`config.mk`:
```
export PLATFORM = sky130hd
export DESIGN_NAME = way_select_flat
export DESIGN_NICKNAME = d
export VERILOG_FILES = /design/src/hdl/cache_pkg.sv /design/src/hdl/way_if.sv /design/src/hdl/way_select.sv /design/src/flat_wrapper.sv
export VERILOG_INCLUDE_DIRS = /design/src /design/src/hdl
export SDC_FILE = /design/constraint.sdc
export NUM_CORES = 1
export LEC_CHECK = 0
export ABC_AREA = 1
export BUFFER_PORTS_ARGS = -buffer_cell sky130_fd_sc_hd__buf_2
export CAP_MARGIN = 20
export CORE_AREA = 2 2 464 466
export DETAILED_ROUTE_END_ITERATION = 12
export DIE_AREA = 0 0 466 468
export GPL_TIMING_DRIVEN = 0
export PLACE_DENSITY = 0.33
export SLEW_MARGIN = 20
export SYNTH_ARGS = -nofsm -noshare
export SYNTH_HDL_FRONTEND = slang
export SYNTH_SLANG_ARGS = --single-unit
```
`constraint.sdc`:
```
create_clock -name vclk -period 8.6
set_input_delay 1.29 -clock vclk [all_inputs]
set_output_delay 1.29 -clock vclk [all_outputs]
set_load 0.05 [all_outputs]
```
`src/hdl/cache_cfg.svh`:
```
`ifndef CACHE_CFG_SVH
`define CACHE_CFG_SVH

// Base sizes
`define CACHE_WORD_W       32
`define CACHE_BLOCK_WORDS  4
`define CACHE_SETS         16
`define CACHE_WAYS         4
`define CACHE_MEM_CREDITS  2  // Memory request credits after reset

// Derived field widths
`define CACHE_BYTE_W    ($clog2(`CACHE_WORD_W / 8))
`define CACHE_OFFSET_W  ($clog2(`CACHE_BLOCK_WORDS))
`define CACHE_INDEX_W   ($clog2(`CACHE_SETS))
`define CACHE_AGE_W     ($clog2(`CACHE_WAYS))
`define CACHE_TAG_W     (`CACHE_WORD_W - `CACHE_INDEX_W - `CACHE_OFFSET_W - `CACHE_BYTE_W)
`define CACHE_LINE_W    (`CACHE_WORD_W * `CACHE_BLOCK_WORDS)

`endif

```
`src/hdl/cache_pkg.sv`:
```
`default_nettype none

`include "cache_cfg.svh"

package cache_pkg;

  // Address split as seen by the cache
  typedef struct packed {
    logic [`CACHE_TAG_W-1:0]    tag;
    logic [`CACHE_INDEX_W-1:0]  index;
    logic [`CACHE_OFFSET_W-1:0] word;
    logic [`CACHE_BYTE_W-1:0]   byte_off;
  } cache_addr_f_t;

  // Raw view for the memory port, field view for lookup
  typedef union packed {
    logic [`CACHE_WORD_W-1:0] raw;
    cache_addr_f_t            f;
  } cache_addr_u;

  typedef struct packed {
    logic                    valid;
    logic                    dirty;
    logic [`CACHE_AGE_W-1:0] age;  // 0 is youngest
    logic [`CACHE_TAG_W-1:0] tag;
  } line_meta_t;

  typedef enum logic [2:0] {
    IDLE,
    LOOKUP,
    EVICT,
    ALLOCATE,
    FILL
  } ctrl_state_e;

endpackage

`default_nettype wire

```
`src/hdl/way_if.sv`:
```
`timescale 1ns/1ps
`default_nettype none

`include "cache_cfg.svh"

interface way_if
  import cache_pkg::*;
();

  // Candidates of the registered set
  line_meta_t                cand_meta [`CACHE_WAYS];
  logic [`CACHE_LINE_W-1:0]  cand_data [`CACHE_WAYS];

  // Line write-back and age update
  logic                      wr_en;
  logic [`CACHE_WAYS-1:0]    wr_way;  // One-hot
  line_meta_t                wr_meta;
  logic [`CACHE_LINE_W-1:0]  wr_data;
  logic [`CACHE_AGE_W-1:0]   new_age [`CACHE_WAYS];

  modport storage (output cand_meta, cand_data,
                   input  wr_en, wr_way, wr_meta, wr_data, new_age);

  modport select  (input  cand_meta, cand_data,
                   output wr_en, wr_way, wr_meta, wr_data, new_age);

endinterface

`default_nettype wire

```
`src/hdl/way_select.sv`:
```
`timescale 1ns/1ps
`default_nettype none

`include "cache_cfg.svh"

module way_select
  import cache_pkg::*;
(
  input  cache_addr_u               addr,
  input  logic                      write,
  input  logic [`CACHE_WORD_W-1:0]  wdata,
  input  logic [`CACHE_LINE_W-1:0]  fill_data,
  input  logic                      fill,
  input  logic                      lookup,
  way_if.select                     ways,
  output logic                      hit,
  output logic [`CACHE_WAYS-1:0]    hit_way,
  output logic [`CACHE_WAYS-1:0]    victim_way,
  output logic                      victim_dirty,
  output logic [`CACHE_TAG_W-1:0]   victim_tag,
  output logic [`CACHE_LINE_W-1:0]  victim_data,
  output logic [`CACHE_WORD_W-1:0]  rd_word
);

  localparam int AGE_W = `CACHE_AGE_W;

  logic [`CACHE_WAYS-1:0]   touched;
  line_meta_t               touched_meta;
  logic [`CACHE_LINE_W-1:0] touched_data;
  line_meta_t               victim_meta;
  logic [AGE_W-1:0]         old_age;

  always_comb begin
    hit_way    = '0;
    victim_way = '0;
    for (int w = 0; w < `CACHE_WAYS; w++) begin
      hit_way[w]    = ways.cand_meta[w].valid && (ways.cand_meta[w].tag == addr.f.tag);
      victim_way[w] = (ways.cand_meta[w].age == '1);  // Oldest way
    end
  end

  assign hit     = |hit_way;
  assign touched = fill ? victim_way : hit_way;

  // One-hot muxes over the candidates
  always_comb begin
    touched_meta = '0;
    touched_data = '0;
    victim_meta  = '0;
    victim_data  = '0;
    for (int w = 0; w < `CACHE_WAYS; w++) begin
      if (touched[w]) begin
        touched_meta = ways.cand_meta[w];
        touched_data = ways.cand_data[w];
      end
      if (victim_way[w]) begin
        victim_meta = ways.cand_meta[w];
        victim_data = ways.cand_data[w];
      end
    end
  end

  assign victim_dirty = victim_meta.valid & victim_meta.dirty;
  assign victim_tag   = victim_meta.tag;

  // A refill replaces the oldest way, so every younger way ages
  assign old_age = fill ? '1 : touched_meta.age;

  always_comb begin
    for (int w = 0; w < `CACHE_WAYS; w++) begin
      if (touched[w]) begin
        ways.new_age[w] = '0;
      end else if (ways.cand_meta[w].age < old_age) begin
        ways.new_age[w] = ways.cand_meta[w].age + 1'b1;
      end else begin
        ways.new_age[w] = ways.cand_meta[w].age;
      end
    end
  end

  // Line to install, with the CPU word merged on a write
  always_comb begin
    ways.wr_data = fill ? fill_data : touched_data;
    if (write) ways.wr_data[addr.f.word*`CACHE_WORD_W +: `CACHE_WORD_W] = wdata;
    ways.wr_meta = '{valid: 1'b1,
                     dirty: fill ? write : (touched_meta.dirty | write),
                     age:   '0,
                     tag:   addr.f.tag};
  end

  assign ways.wr_en  = fill | (lookup & hit);  // Read hits also rewrite for the age update
  assign ways.wr_way = touched;

  assign rd_word = ways.wr_data[addr.f.word*`CACHE_WORD_W +: `CACHE_WORD_W];

endmodule

`default_nettype wire

```
`src/flat_wrapper.sv`:
```
// flat-port wrapper written by rule: the top's interface ports become plain ports
module way_select_flat import cache_pkg::*;
  (addr, write, wdata, fill_data, fill, lookup, hit, hit_way, victim_way, victim_dirty, victim_tag, victim_data, rd_word, ways_cand_meta, ways_cand_data, ways_wr_en, ways_wr_way, ways_wr_meta, ways_wr_data, ways_new_age);
  way_if ways_i ();
  input  cache_addr_u addr;
  input  logic write;
  input  logic [`CACHE_WORD_W-1:0] wdata;
  input  logic [`CACHE_LINE_W-1:0] fill_data;
  input  logic fill;
  input  logic lookup;
  output logic hit;
  output logic [`CACHE_WAYS-1:0] hit_way;
  output logic [`CACHE_WAYS-1:0] victim_way;
  output logic victim_dirty;
  output logic [`CACHE_TAG_W-1:0] victim_tag;
  output logic [`CACHE_LINE_W-1:0] victim_data;
  output logic [`CACHE_WORD_W-1:0] rd_word;
  input wire logic [$bits(ways_i.cand_meta)-1:0] ways_cand_meta;
  input wire logic [$bits(ways_i.cand_data)-1:0] ways_cand_data;
  output wire logic [$bits(ways_i.wr_en)-1:0] ways_wr_en;
  output wire logic [$bits(ways_i.wr_way)-1:0] ways_wr_way;
  output wire logic [$bits(ways_i.wr_meta)-1:0] ways_wr_meta;
  output wire logic [$bits(ways_i.wr_data)-1:0] ways_wr_data;
  output wire logic [$bits(ways_i.new_age)-1:0] ways_new_age;
  assign ways_i.cand_meta = {>>{ways_cand_meta}};
  assign ways_i.cand_data = {>>{ways_cand_data}};
  assign ways_wr_en = ways_i.wr_en;
  assign ways_wr_way = ways_i.wr_way;
  assign ways_wr_meta = ways_i.wr_meta;
  assign ways_wr_data = ways_i.wr_data;
  assign ways_new_age = {>>{ways_i.new_age}};
  way_select u_core (.addr(addr), .write(write), .wdata(wdata), .fill_data(fill_data), .fill(fill), .lookup(lookup), .ways(ways_i), .hit(hit), .hit_way(hit_way), .victim_way(victim_way), .victim_dirty(victim_dirty), .victim_tag(victim_tag), .victim_data(victim_data), .rd_word(rd_word));
endmodule
```
==> impl_metrics.json <==
{
  "multi_input_area_um2": 14740,
  "final_nets": 6266,
  "worst_slack_ns": -0.1166,
  "finalHoldViolations": 0,
  "placed_cells": 8271,
  "crit_required_ns": 7.31,
  "setup_violations": 1,
  "seqCellArea_um2": 0,
  "dieArea_um2": 218100,
  "max_slew_margin": 0.06903,
  "initial_core_util": 0.08781,
  "routedWlPerCell_um": 39.09,
  "antenna_found_initial": 313,
  "drive_gt1_frac": 0.2474,
  "tightest_slew_ns": 1.382,
  "nFlopsAndLatches": 0,
  "die_w_um": 466,
  "netlist_area_um2": 18730,
  "synth_area_per_cell_um2": 4.409,
  "drt-pass1-iter-count": 6,
  "first_iter_violations": 4105,
  "hp-start": "addr[12]",
  "grtUsageTotal": 0.2871,
  "critPathCaptureType": "output port",
  "min_path_type": "input port to output port",
  "cp_max_fo": 12,
  "post_cts_buffers": 0,
  "p_sw_frac": 0.7937,
  "ys.warnings.count": 0,
  "grt_max_degree": 13,
  "p_int_mw": 0.5994,
  "synthCells": 4249,
  "seqPwrFrac": 0,
  "clock_buffers": 0,
  "pwr-share-clk": 0,
  "io_buffers": 1172,
  "cp-startpoint": "addr[2]",
  "finalPower_mw": 2.906,
  "dp_hpwl_mm": 293.0,
  "ys_seq_area_frac": 0,
  "drc": 0,
  "ir_drop_v": 0.00004234,
  "slew_violations": 0,
  "pwr-share-comb": 1.000,
  "path_class": "input port to output port",
  "fin_crit_sh": 1.014,
  "overflow": 0,
  "power.leakage_nw": 16.83,
  "fmax_mhz": 114.7,
  "ant_nets": 0,
  "num_rows": 170,
  "status": "finished with violations",
  "cp.arrival_ns": 7.43,
  "vias": 36299,
  "ys_types": 40,
  "dieHeight_um": 468,
  "place_congestion": 1.010,
  "rsz0062_at_grt": "false",
  "critPathLaunchType": "input port",
  "fillers": 26019,
  "grt_pass1_vias": 33564,
  "coreArea_um2": 213300,
  "layoutNonFillerInstCount": 8431,
  "power_switching_mw": 2.307,
  "min_period_ns": 8.717,
  "io_pins": 1182,
  "maxCapViolations": 0,
  "violations": "negative setup slack",
  "wl_mm": 329.6,
  "area_delta_synth_final_pct": 54.07,
  "power-per-cell-area_nw_per_um2": 100.7,
  "via_per_inst": 4.305,
  "grt_pass1_wl_mm": 397.2
}
[synth_stat cells]
cell | count | area (um^2)
o2111ai_1 | 1 | 8.760
nand4_1 | 12 | 75.07
o21ai_1 | 2 | 10.01
nor3_1 | 5 | 25.02
ha_1 | 13 | 162.7
or2_0 | 1 | 6.260
clkbuf_1 | 213 | 799.5
conb_1 | 2 | 7.510
clkinv_1 | 2 | 7.510
o31ai_1 | 138 | 1036
a21oi_1 | 161 | 805.8
nand2_2 | 1 | 6.260
nor2_1 | 226 | 848.3
a31oi_1 | 1 | 6.260
and2_1 | 2 | 12.51
o22ai_1 | 2 | 12.51
o211ai_1 | 13 | 97.59
nor4_1 | 2 | 12.51
o21ai_0 | 190 | 950.9
nand3_1 | 240 | 1201
a221oi_1 | 134 | 1174
clkbuf_2 | 1 | 5.000
nand2_1 | 1989 | 7466
a21boi_1 | 2 | 15.01
buf_1 | 18 | 67.56
o21a_1 | 1 | 7.510
a22oi_1 | 1 | 7.510
inv_2 | 15 | 56.30
a21boi_0 | 68 | 510.5
a2111oi_0 | 1 | 8.760
buf_6 | 1 | 11.26
buf_4 | 34 | 255.2
xor2_1 | 8 | 70.07
o21bai_1 | 1 | 7.510
xnor2_1 | 16 | 140.1
nand3b_1 | 4 | 30.03
buf_2 | 56 | 280.3
inv_1 | 670 | 2515
nor2_2 | 1 | 6.260
or4_1 | 1 | 7.510
[placed cells by master, fill, tap and decap left out, types with 2 or more instances in the layout]
cell type and n:
a21boi_0 68, xnor2_1 16, nor2_1 226, buf_1 14
a21oi_1 161, and2_1 2, buf_16 7, clkbuf_1 165
buf_4 35, diode_2 161, clkbuf_2 48, o211ai_1 13
xor2_1 8, nand3b_1 4, nand2_1 1989, buf_6 3
nor4_1 2, conb_1 3, nand3_1 240, nand4_1 12
o21ai_0 189, buf_2 1232, o21ai_1 3, inv_2 15
ha_1 12, nor3_1 5, inv_1 670, a221oi_1 134
clkinv_1 2, o31ai_1 138, a21boi_1 2, o22ai_1 2
[logic make-up (layout without fill, tap and decap cells)]
| group | after synthesis | count (layout) | synth area share |
|---|---|---|---|
| simple gates | 2484 | 2484 | 0.5176 |
| buf+inv | 1010 | 2192 | 0.2134 |
| compound gates | 716 | 716 | 0.2487 |
| xor+xnor | 24 | 24 | 0.01122 |
| fa+ha+maj | 13 | 13 | 0.008683 |
| other cells | 2 | 164 | 0.0004009 |
[per-stage QoR]
step	setup slack, ns	hold WS (ns)	setup TNS [ns]	util	area, um^2
2_1_floorplan	2.573	2.747	0	-	18740
3_3_place_gp	-1.351	2.885	-49.76	0.1320	28150
3_5_place_dp	-0.3538	2.889	-2.452	0.1334	28460
4_1_cts	0.2729	2.890	0	0.1334	28460
5_1_grt	0.04878	2.892	0	0.1343	28660
6_report	-0.1166	2.891	-0.1166	0.1353	28860
[routing by layer]
metal | GRT usage | share of wire | up-vias
met1 | 0.3577 | 0.41 | 17425
met4 | 0.1389 | 0.055 | 98
met5 | 0 | 0.0019 | -
li1 | - | - | 15792
met2 | 0.4407 | 0.43 | 2426
met3 | 0.09572 | 0.10 | 558
[timing repair]
action,CTS,global route
gates resized for setup,1,0
endpoints found under the setup margin,19,0
hold buffers,0,0
[area by class of cell]
| type | instances | share of cell area |
|---|---|---|
| multi-input cells | 3240 | 0.5108 |
| repair buffers | 1183 | 0.2116 |
| well taps | 2838 | 0.1230 |
| inverters | 687 | 0.08935 |
| plain buffers | 322 | 0.05124 |
| diodes | 161 | 0.01396 |
[critical path, stage by stage]
cell and delay (ns):
buf_2 0.16, clkbuf_1 0.49, inv_2 0.25, clkbuf_2 0.44
buf_2 0.49, ha_2 0.71, clkinv_1 0.54, nor2_1 0.57
clkbuf_1 0.51, nand3_1 0.14, nand2_1 0.25, nand2_1 0.21
nand2_1 0.10, nand3_1 0.46, nand2_1 0.42, buf_2 0.33
[power by group through the flow]
stage	clock [mW]	sequential (mW)	combinational (mW)
finish	0.00000130	0	2.91
global route	0.00000125	0	3.01
CTS	0	0	2.89
detailed placement	0	0	2.88
global placement	0	0	2.87
floorplan	0	0	1.43
[path summary, 6_finish.rpt]
check / cells past startpoint / to / slack, ns
setup / recovery: 16 / rd_word[11] / -0.12
hold / removal: 2 / ways_wr_meta[4] / 2.89
Note: power is estimated with default switching activity, not from simulation.
