[src/hdl/cache_cfg.svh]
`ifndef CACHE_CFG_SVH
`define CACHE_CFG_SVH

// Base sizes
`define CACHE_WORD_W       32
`define CACHE_BLOCK_WORDS  4
`define CACHE_SETS         16
`define CACHE_WAYS         4
`define CACHE_MEM_CREDITS  2  // Memory request credits after reset

// Derived field widths
`define CACHE_BYTE_W    ($clog2(`CACHE_WORD_W / 8))
`define CACHE_OFFSET_W  ($clog2(`CACHE_BLOCK_WORDS))
`define CACHE_INDEX_W   ($clog2(`CACHE_SETS))
`define CACHE_AGE_W     ($clog2(`CACHE_WAYS))
`define CACHE_TAG_W     (`CACHE_WORD_W - `CACHE_INDEX_W - `CACHE_OFFSET_W - `CACHE_BYTE_W)
`define CACHE_LINE_W    (`CACHE_WORD_W * `CACHE_BLOCK_WORDS)

`endif

[src/hdl/cache_pkg.sv]
`default_nettype none

`include "cache_cfg.svh"

package cache_pkg;

  // Address split as seen by the cache
  typedef struct packed {
    logic [`CACHE_TAG_W-1:0]    tag;
    logic [`CACHE_INDEX_W-1:0]  index;
    logic [`CACHE_OFFSET_W-1:0] word;
    logic [`CACHE_BYTE_W-1:0]   byte_off;
  } cache_addr_f_t;

  // Raw view for the memory port, field view for lookup
  typedef union packed {
    logic [`CACHE_WORD_W-1:0] raw;
    cache_addr_f_t            f;
  } cache_addr_u;

  typedef struct packed {
    logic                    valid;
    logic                    dirty;
    logic [`CACHE_AGE_W-1:0] age;  // 0 is youngest
    logic [`CACHE_TAG_W-1:0] tag;
  } line_meta_t;

  typedef enum logic [2:0] {
    IDLE,
    LOOKUP,
    EVICT,
    ALLOCATE,
    FILL
  } ctrl_state_e;

endpackage

`default_nettype wire

[src/hdl/cache_fsm.sv]
`timescale 1ns/1ps
`default_nettype none

`include "cache_cfg.svh"

module cache_fsm
  import cache_pkg::*;
(
  input  logic                      clk,
  input  logic                      rst_n,
  // CPU side
  input  logic                      cpu_req_valid,
  output logic                      cpu_req_ready,
  input  cache_addr_u               cpu_req_addr,
  input  logic                      cpu_req_write,
  input  logic [`CACHE_WORD_W-1:0]  cpu_req_wdata,
  output logic                      cpu_rsp_valid,
  output logic [`CACHE_WORD_W-1:0]  cpu_rsp_rdata,
  // Memory side
  output logic                      mem_req_valid,
  output logic                      mem_req_write,
  output logic [`CACHE_WORD_W-1:0]  mem_req_addr,
  output logic [`CACHE_LINE_W-1:0]  mem_req_wdata,
  input  logic                      mem_credit,
  input  logic                      mem_rsp_valid,
  input  logic [`CACHE_LINE_W-1:0]  mem_rsp_rdata,
  // Storage and selection
  output logic                      rd_en,
  output logic [`CACHE_INDEX_W-1:0] index,
  output cache_addr_u               req_addr,
  output logic                      req_write,
  output logic [`CACHE_WORD_W-1:0]  req_wdata,
  output logic                      lookup,
  input  logic                      hit,
  input  logic                      victim_dirty,
  input  logic [`CACHE_TAG_W-1:0]   victim_tag,
  input  logic [`CACHE_LINE_W-1:0]  victim_data,
  input  logic [`CACHE_WORD_W-1:0]  rd_word,
  output logic                      fill,
  output logic [`CACHE_LINE_W-1:0]  fill_data
);

  localparam int CREDIT_W = $clog2(`CACHE_MEM_CREDITS + 1);
  localparam logic [CREDIT_W-1:0] CREDIT_MAX = CREDIT_W'(`CACHE_MEM_CREDITS);

  ctrl_state_e         state_q;
  ctrl_state_e         state_d;
  logic [CREDIT_W-1:0] credit_q;
  logic                rd_sent_q;  // Block read issued in this ALLOCATE
  logic                accept;
  logic                rsp_take;
  logic                rsp_now;
  cache_addr_u         wb_addr;
  cache_addr_u         blk_addr;

  assign cpu_req_ready = (state_q == IDLE);
  assign accept        = cpu_req_valid & cpu_req_ready;
  assign rd_en         = accept;
  assign lookup        = (state_q == LOOKUP);
  assign fill          = (state_q == FILL);
  assign rsp_take      = (state_q == ALLOCATE) & rd_sent_q & mem_rsp_valid;
  assign rsp_now       = (lookup & hit) | fill;

  // Incoming index is read at acceptance, afterwards the held one is used
  assign index = (state_q == IDLE) ? cpu_req_addr.f.index : req_addr.f.index;

  always_comb begin
    wb_addr            = req_addr;
    wb_addr.f.tag      = victim_tag;
    wb_addr.f.word     = '0;
    wb_addr.f.byte_off = '0;
    blk_addr            = req_addr;
    blk_addr.f.word     = '0;
    blk_addr.f.byte_off = '0;
  end

  assign mem_req_valid = (credit_q != '0) &&
                         ((state_q == EVICT) || ((state_q == ALLOCATE) && !rd_sent_q));
  assign mem_req_write = (state_q == EVICT);
  assign mem_req_addr  = mem_req_write ? wb_addr.raw : blk_addr.raw;
  assign mem_req_wdata = victim_data;  // Victim line for write-back

  always_comb begin
    state_d = state_q;
    case (state_q)
      IDLE:     if (accept) state_d = LOOKUP;
      LOOKUP: begin
        if (hit)               state_d = IDLE;
        else if (victim_dirty) state_d = EVICT;
        else                   state_d = ALLOCATE;
      end
      EVICT:    if (mem_req_valid) state_d = ALLOCATE;  // Holds without credit
      ALLOCATE: if (rsp_take) state_d = FILL;
      FILL:     state_d = IDLE;
      default:  state_d = IDLE;
    endcase
  end

  always_ff @(posedge clk or negedge rst_n) begin
    if (!rst_n) begin
      state_q       <= IDLE;
      credit_q      <= CREDIT_MAX;
      rd_sent_q     <= 1'b0;
      cpu_rsp_valid <= 1'b0;
    end else begin
      state_q       <= state_d;
      cpu_rsp_valid <= rsp_now;
      case ({mem_req_valid, mem_credit})
        2'b10:   credit_q <= credit_q - 1'b1;
        2'b01:   credit_q <= credit_q + 1'b1;
        default: credit_q <= credit_q;  // Spend and return cancel
      endcase
      if (state_q != ALLOCATE) begin
        rd_sent_q <= 1'b0;
      end else if (mem_req_valid) begin
        rd_sent_q <= 1'b1;
      end
    end
  end

  always_ff @(posedge clk) begin
    if (accept) begin
      req_addr  <= cpu_req_addr;
      req_write <= cpu_req_write;
      req_wdata <= cpu_req_wdata;
    end
    if (rsp_take) fill_data <= mem_rsp_rdata;
    if (rsp_now) cpu_rsp_rdata <= req_write ? '0 : rd_word;  // Writes only acknowledge
  end

  // With no credit left and none returned the next cycle stays quiet
  a_credit_avail: assert property (@(posedge clk) disable iff (!rst_n)
    (credit_q == '0) && !mem_credit |=> !mem_req_valid);

  // Memory must not return more credits than it was given
  a_credit_max: assert property (@(posedge clk) disable iff (!rst_n)
    credit_q <= CREDIT_MAX);

  // A response closes a request that was in flight
  a_rsp_origin: assert property (@(posedge clk) disable iff (!rst_n)
    cpu_rsp_valid |-> cpu_req_ready && $past(!cpu_req_ready));

endmodule

`default_nettype wire

[config.mk]
export PLATFORM = sky130hd
export DESIGN_NAME = cache_fsm
export DESIGN_NICKNAME = d
export VERILOG_FILES = /design/src/hdl/cache_pkg.sv /design/src/hdl/cache_fsm.sv
export VERILOG_INCLUDE_DIRS = /design/src /design/src/hdl
export SDC_FILE = /design/constraint.sdc
export NUM_CORES = 1
export LEC_CHECK = 0
export BUFFER_PORTS_ARGS = -buffer_cell sky130_fd_sc_hd__buf_2
export CAP_MARGIN = 30
export CORE_AREA = 2 2 308 310
export CTS_BUF_LIST = sky130_fd_sc_hd__clkbuf_4 sky130_fd_sc_hd__clkbuf_8
export CTS_CLUSTER_DIAMETER = 120
export DETAILED_ROUTE_END_ITERATION = 6
export DIE_AREA = 0 0 310 312
export GPL_TIMING_DRIVEN = 0
export PLACE_DENSITY_LB_ADDON = 0.3
export SLEW_MARGIN = 20
export SYNTH_ARGS = -nofsm -noshare
export SYNTH_HDL_FRONTEND = slang
export SYNTH_SLANG_ARGS = --single-unit
[constraint.sdc]
create_clock -name clk -period 8.9 [get_ports clk]
set_input_delay 0.89 -clock clk [delete_from_list [all_inputs] [get_ports clk]]
set_output_delay 0.89 -clock clk [all_outputs]
set_load 0.01 [all_outputs]
==> impl_metrics.csv, run 1 <==
group,metric,value,unit
status,status,"finished, final reports clean",
floorplan,num_rows,112,
clocking,clockBufferDepth,3,
global_routing,grt_max_degree,52,
synth,ys_top_cells_by_count,"edfxtp_1, buf_4, nor2b_1",
clocking,cts_root_buffer,"clkbuf_8",
routing,drtIter0Drc,280,
setup_path,r2r_end,"fill_data[108]$_DFFE_PP_",
setup_path,crit_type,"reg -> out",
setup_path,r2r_cells,8,
clocking,numCtsBuffers,45,
pwr,p_leak,6.26,nW
layout,area_delta_synth_final,66.5,%
floorplan,die_area,96700,µm²
timing,fin_ws,5.44,ns
timing,fin_crit,3.46,ns
layout,post-route-util,0.158,
timing,tightest_slew,0.823,ns
layout,final_cells,2460,
global_routing,grt_pass1_vias,6680,
synth,synthCells,467,
clocking,clk_latency,0.63,ns
floorplan,die_height,312,µm
setup_path,required,8.01,ns
setup_path,end_kind,"output pin",
placed_design,dpl_worst_slack,6.04,ns
synth,synth.distinct_cells,31,
placed_design,hpwl,26.0,mm
clocking,cts.reportedPaths.clkPinSlew,0.06,ns
timing,setup_viol,0,
layout,final_nets,1556,
synth,ys_async_sr_fraction,0.0302,
synth,synth.top_cell.area_share,0.765,
layout,drive_gt1_frac,0.746,
synth,synth_area_leader_cell,"edfxtp_1",
pwr,max-vdd-ir-drop,0.100,mV
global_routing,grt-ovfl-total,0,
floorplan,core_area,93000,µm²
global_routing,antenna_found_initial,4,
pwr,p_clk_frac,0.331,
synth,yosysMostFrequentCell,"edfxtp_1",
timing,hold_viol_final,0,
synth,yosys_warnings,0,
pwr,total_power,0.00331,W
synth,ys.flop_type,"edfxtp_1",
min_path,hp-class,"in -> reg",
floorplan,die_w,310,µm
placed_design,dpl.cell_count,2377,
setup_path,r2r_start,"state_q[0]$_DFFE_PN0P_",
setup_path,startpoint,"state_q[0]$_DFFE_PN0P_",
timing,rsz0062_at_grt,"no",
flow_run,maxCapViolations,0,
synth,yosysSeqAreaShare,0.785,
setup_path,critPathMaxFanout,16,
setup_path,cp-start-kind,"flip-flop",
routing,routedWlPerCell,13.2,µm
placed_design,placed_area,13800,µm²
global_routing,gr-usage-all-layers,0.0615,
pwr,pwr-share-seq,0.431,
clocking,cts_setup_buffers,0,
timing,finalCritPeriodShare,0.388,
synth,synth.area.top_cells,"edfxtp_1, buf_4, mux2_4",
clocking,cts_resized,0,
routing,drc_errors,0,
routing,wirelength,32.6,mm
layout,design_area,14700,µm²
routing,vias,6575,
routing,routed_via_density,2.67,
pwr,powerDensity,225,nW/µm²
global_routing,grt_pass1_wl,43.4,mm
clocking,htree_num_levels,2,
synth,avgSynthCellArea,18.9,µm²
synth,synth-seq-cells,232,
floorplan,num_io_pins,780,
timing,report.final.slew_viol_count,0,
setup_path,rrSetupSlack,6.33,ns
timing,clock.fmax,289,MHz
routing,drt.antenna.violating_nets,0,
synth,synth_edf_count,225,
pwr,p_switching,0.000975,W
pwr,sw_frac_of_total,0.295,
setup_path,crit_arrival,2.57,ns
pwr,pwr-share-comb,0.237,
placed_design,portBuffers,647,
clocking,cts_sinks,232,
routing,drt_first_pass_iters,4,
timing,fin_worst_skew,0.0209,ns
floorplan,start_util,0.0949,
setup_path,endpoint,"rd_en",
clocking,cts_tree,"done",
placed_design,gp_congestion,0.824,
synth,synth_area,8830,µm²
pwr,power.internal,0.00233,W
timing,relSlewSlack,0.451,
power by group through the flow:
stage	registers (W)	clock network (W)	logic [W]
after floorplan	0.00152	0	0.000356
after global placement	0.00148	0	0.000769
after detailed placement	0.00145	0	0.000801
after CTS	0.00143	0.00117	0.000804
after global routing	0.00144	0.00121	0.000845
final	0.00143	0.00109	0.000784
routing by layer:
metal / wire length, µm / global-route usage / vias to the layer above
li1: - / - / 2977
met1: 12700 / 0.0699 / 3133
met5: 30 / 0 / -
met4: 1120 / 0.0326 / 4
met2: 15200 / 0.0973 / 397
met3: 3530 / 0.0267 / 64
cell type report:
class / count / area [µm²]
diodes: 1 / 2.50
plain buffers: 144 / 1090
clock buffers: 60 / 738
clock inverters: 21 / 159
fillers: 10500 / 78300
multi-input cells: 94 / 832
flip-flops and latches: 232 / 6930
well taps: 1254 / 1570
repair buffers: 654 / 3380
logic make-up after synthesis:
kind of cell,share of synthesized area
fa+ha+maj,0.00142
mux,0.0438
compound gates,0.00623
flops,0.785
buf+inv,0.123
simple gates,0.0368
xor+xnor,0.00298
other cells,0.000425
critical path, cell delays in order, from the launching register on:
cell,delay [ns]
dfrtp_1,0.43
buf_4,0.20
nor3_4,0.61
and2_4,0.45
buf_2,0.20
flip-flops by register name (all words and copies together) (netlist names):
register and flops:
cpu_rsp_valid 1, req_wdata 32, rd_sent_q 1, fill_data 128, req_write 1, credit_q 2
state_q 3, cpu_rsp_rdata 32, req_addr 32
how the worst min path moves through the flow:
stage	slack, ns	to	start	depth (start not counted)
6_report	0.42	req_wdata[22]$_DFFE_PP_	cpu_req_wdata[22]	1
5_1_grt	0.31	fill_data[84]$_DFFE_PP_	mem_rsp_rdata[84]	1
4_1_cts	0.28	req_wdata[22]$_DFFE_PP_	cpu_req_wdata[22]	1
3_5_place_dp	0.55	credit_q[1]$_DFFE_PN1P_	credit_q[1]$_DFFE_PN1P_	1
3_3_place_gp	0.54	credit_q[1]$_DFFE_PN1P_	credit_q[1]$_DFFE_PN1P_	1
2_1_floorplan	0.52	rd_sent_q$_DFFE_PN0P_	rd_sent_q$_DFFE_PN0P_	2
cells in the final DEF, fill, tap and decap left out, types with 2 or more instances in the layout:
cell,n
nor2b_1,33
clkbuf_4,14
clkinv_2,5
nor2_1,6
buf_12,6
conb_1,4
clkbuf_8,46
buf_2,648
bufinv_16,2
nor3b_1,2
buf_4,137
a211oi_1,2
edfxtp_1,225
dfrtp_1,6
clkinv_1,10
xor2_1,2
mux2_4,19
clkbuf_1,4
buf_16,2
mux2_2,9
metrics by stage:
stage,setup TNS (ns),hold WS (ns)
after floorplan,0,0.520
after CTS,0,0.285
after global routing,0,0.312
after global placement,-113.61,0.540
final,0,0.420
after detailed placement,0,0.546
repair_timing:
| item | in CTS | in global routing |
|---|---|---|
| hold buffers | 1 | 0 |
| endpoints found under the hold margin | 6 | 0 |
| setup endpoints to repair | 0 | 0 |
No activity file was read; power rests on OpenSTA's default activity.
==> run 2, diff against run 1 <==
Settings changed: ABC_AREA set to 1.
Clock period 8.9 ns to 3.3 ns, I/O delays scaled along.
==> run 2 against run 1 <==
Sequential power rose to 2.7 times the previous value. Sequential cell count did not move. Total power rose to 2.9 times the previous value. Critical path depth rose by 1. First-iteration DRC count rose by 11%. Critical path type unchanged. Global-route usage rose by 4.1 points.
==> impl_metrics.csv, run 2 <==
group,metric,value,unit
synth,synth_area_leader_cell,"edfxtp_1",
synth,ys_top_cells_by_count,"edfxtp_1, buf_4, nand2_1",
global_routing,gr-usage-all-layers,0.102,
setup_path,endpoint,"rd_en",
routing,drt_first_pass_iters,4,
floorplan,die_w,310,µm
routing,routedWlPerCell,18.6,µm
layout,final_common_cell,"buf_2",
synth,synth.area.mux_share,0,
pwr,total_power,0.00947,W
layout,final.fill_count,10300,
setup_path,r2r_end,"req_wdata[23]$_DFFE_PP_",
clocking,clk_latency,0.68,ns
floorplan,die_height,312,µm
placed_design,gp_congestion,0.778,
timing,tightest_slew,0.582,ns
clocking,clockBufferDepth,3,
global_routing,antenna_found_initial,39,
synth,synth.distinct_cells,26,
clocking,cts_tree,"done",
synth,synth_area,8820,µm²
synth,synth_edf_count,225,
synth,yosysMostFrequentCell,"edfxtp_1",
placed_design,placed_area,13900,µm²
clocking,htree_num_levels,2,
layout,design_area,17200,µm²
synth,synth_top_family_by_area,"buffers and inverters",
pwr,p_leak,7.59,nW
synth,yosysSeqAreaShare,0.786,
layout,drive_gt1_frac,0.574,
floorplan,die_area,96700,µm²
layout,final_cell_mix,"buf_2, dlygate4sd3_1, edfxtp_1",
setup_path,startpoint,"state_q[2]$_DFFE_PN0P_",
routing,wirelength,52.3,mm
layout,largest_reg_flops,128,
setup_path,r2r_cells,5,
synth,synth.area.top_cells,"edfxtp_1, buf_4, nand2_1",
min_path,hp-class,"in -> reg",
layout,final_nets,1902,
floorplan,num_rows,112,
global_routing,grt_pass1_vias,9082,
global_routing,grt_use_met3,0.0611,
layout,regMostFlops,"fill_data",
synth,ys_async_sr_fraction,0.0302,
synth,ys.flop_type,"edfxtp_1",
synth,synth_compound_area_frac,0.00369,
clocking,numCtsBuffers,48,
routing,drtIter0Drc,312,
synth,synth_xor_area_frac,0.00199,
timing,clock.fmax,350,MHz
setup_path,r2r_start,"state_q[2]$_DFFE_PN0P_",
global_routing,grt-ovfl-total,0,
routing,vias,8206,
setup_path,rrSetupSlack,1.03,ns
clocking,cts_sinks,232,
pwr,max-vdd-ir-drop,0.326,mV
setup_path,crit_arrival,2.53,ns
status,status,"finished, final reports clean",
global_routing,grt_use_met1,0.0844,
placed_design,portBuffers,647,
global_routing,busiest_layer,"met2",
synth,synth_fa_ha_area_frac,0.00142,
routing,drt.antenna.violating_nets,0,
timing,setup_tns,0,ns
setup_path,critPathMaxFanout,22,
setup_path,end_kind,"output pin",
setup_path,required,2.97,ns
synth,avgSynthCellArea,15.4,µm²
clocking,cts_root_buffer,"clkbuf_8",
floorplan,start_util,0.0948,
flow_run,maxCapViolations,0,
layout,area_delta_synth_final,94.8,%
floorplan,num_io_pins,780,
floorplan,core_area,93000,µm²
routing,drc_errors,0,
pwr,powerDensity,552,nW/µm²
synth,synth.top_cell.area_share,0.766,
global_routing,grtUsageMet2,0.189,
layout,multi_input_area,692,µm²
timing,rsz0062_at_grt,"no",
synth,synthCells,573,
synth,yosys_warnings,0,
clocking,cts.reportedPaths.clkPinSlew,0.05,ns
setup_path,cp-start-kind,"flip-flop",
routing,routed_via_density,2.91,
synth,yosys.area_share.simple,0.0654,
timing,fin_crit,2.86,ns
timing,setup_viol,0,
timing,fin_worst_skew,0.0522,ns
global_routing,grt_pass1_wl,67.5,mm
layout,seq_area,6930,µm²
timing,report.final.slew_viol_count,0,
synth,synth-seq-cells,232,
clocking,cts_resized,0,
global_routing,grt_max_degree,28,
placed_design,hpwl,43.6,mm
timing,finalCritPeriodShare,0.866,
timing,relSlewSlack,0.611,
timing,hold_viol_final,0,
setup_path,crit_type,"reg -> out",
-- run 2: changes by cell type in the layout (fill, tap and decap cells not counted), moves of 3 or more --
cell,change
mux2_4,-19
nor2b_1,-33
clkinv_2,+7
buf_8,+6
nand2_1,+92
dlygate4sd3_1,+230
nor2_1,+31
diode_2,+14
buf_6,+3
inv_1,+42
mux2_2,-9
buf_12,-3
-- run 2: per-layer routing --
layer  up-vias  share of wire
met5         -         0.0019
met4        14          0.040
met3       102           0.14
met2       580           0.52
met1      3794           0.29
li1       3716              -
-- run 2: critical path: stages, from the launching register on --
cell and delay [ns]:
dfrtp_1 0.44, inv_2 0.20, nand2_2 0.26, nor2_4 0.54
buf_12 0.26, buf_2 0.16
-- run 2: logic make-up (layout without fill, tap and decap cells) --
logic type      Yosys count  count (layout)
flops                   232             232
buf+inv                 188            1163
simple gates            144             144
compound gates            5               5
xor+xnor                  2               2
fa+ha+maj                 1               1
other cells               1              19
-- run 2: how the worst min path moves through the flow --
stage               cells after the start          from                 endpoint
floorplan                               0         rst_n  cpu_rsp_valid$_DFF_PN0_
global placement                        1         rst_n   state_q[1]$_DFFE_PN0P_
detailed placement                      1         rst_n   state_q[1]$_DFFE_PN0P_
CTS                                     6  victim_dirty   state_q[0]$_DFFE_PN0P_
global route                            6  victim_dirty   state_q[0]$_DFFE_PN0P_
finish                                  6  victim_dirty   state_q[0]$_DFFE_PN0P_
-- run 2: power breakdown --
part,internal [W],switching (W)
sequential,0.00368,0.000150
combinational,0.00109,0.00155
clock,0.00158,0.00143
-- run 2: layout make-up --
class                      count  area share
clock inverter                24     0.00911
inverter                      45     0.00998
sequential                   232       0.404
antenna                       15     0.00219
clock buffer                  60      0.0437
tap                         1254      0.0914
multi-input combinational    156      0.0403
timing repair buffer         891       0.337
buffer                       143      0.0623
-- run 2: through the flow --
step / worst slack [ns] / instances / hold WS, ns / util
final: 0.443 / 2820 / 0.158 / 0.185
after global routing: 0.184 / 2816 / 0.162 / 0.184
after CTS: 0.223 / 2805 / 0.0745 / 0.184
after detailed placement: 0.952 / 2490 / 0.171 / 0.150
after global placement: -2.53 / 2477 / 0.177 / 0.147
after floorplan: -0.675 / 576 / 0.0344 / -
-- run 2: repair_timing --
action / in CTS / in global routing
buffers inserted: 0 / 0
hold buffers: 231 / 0
endpoints found under the hold margin: 236 / 0
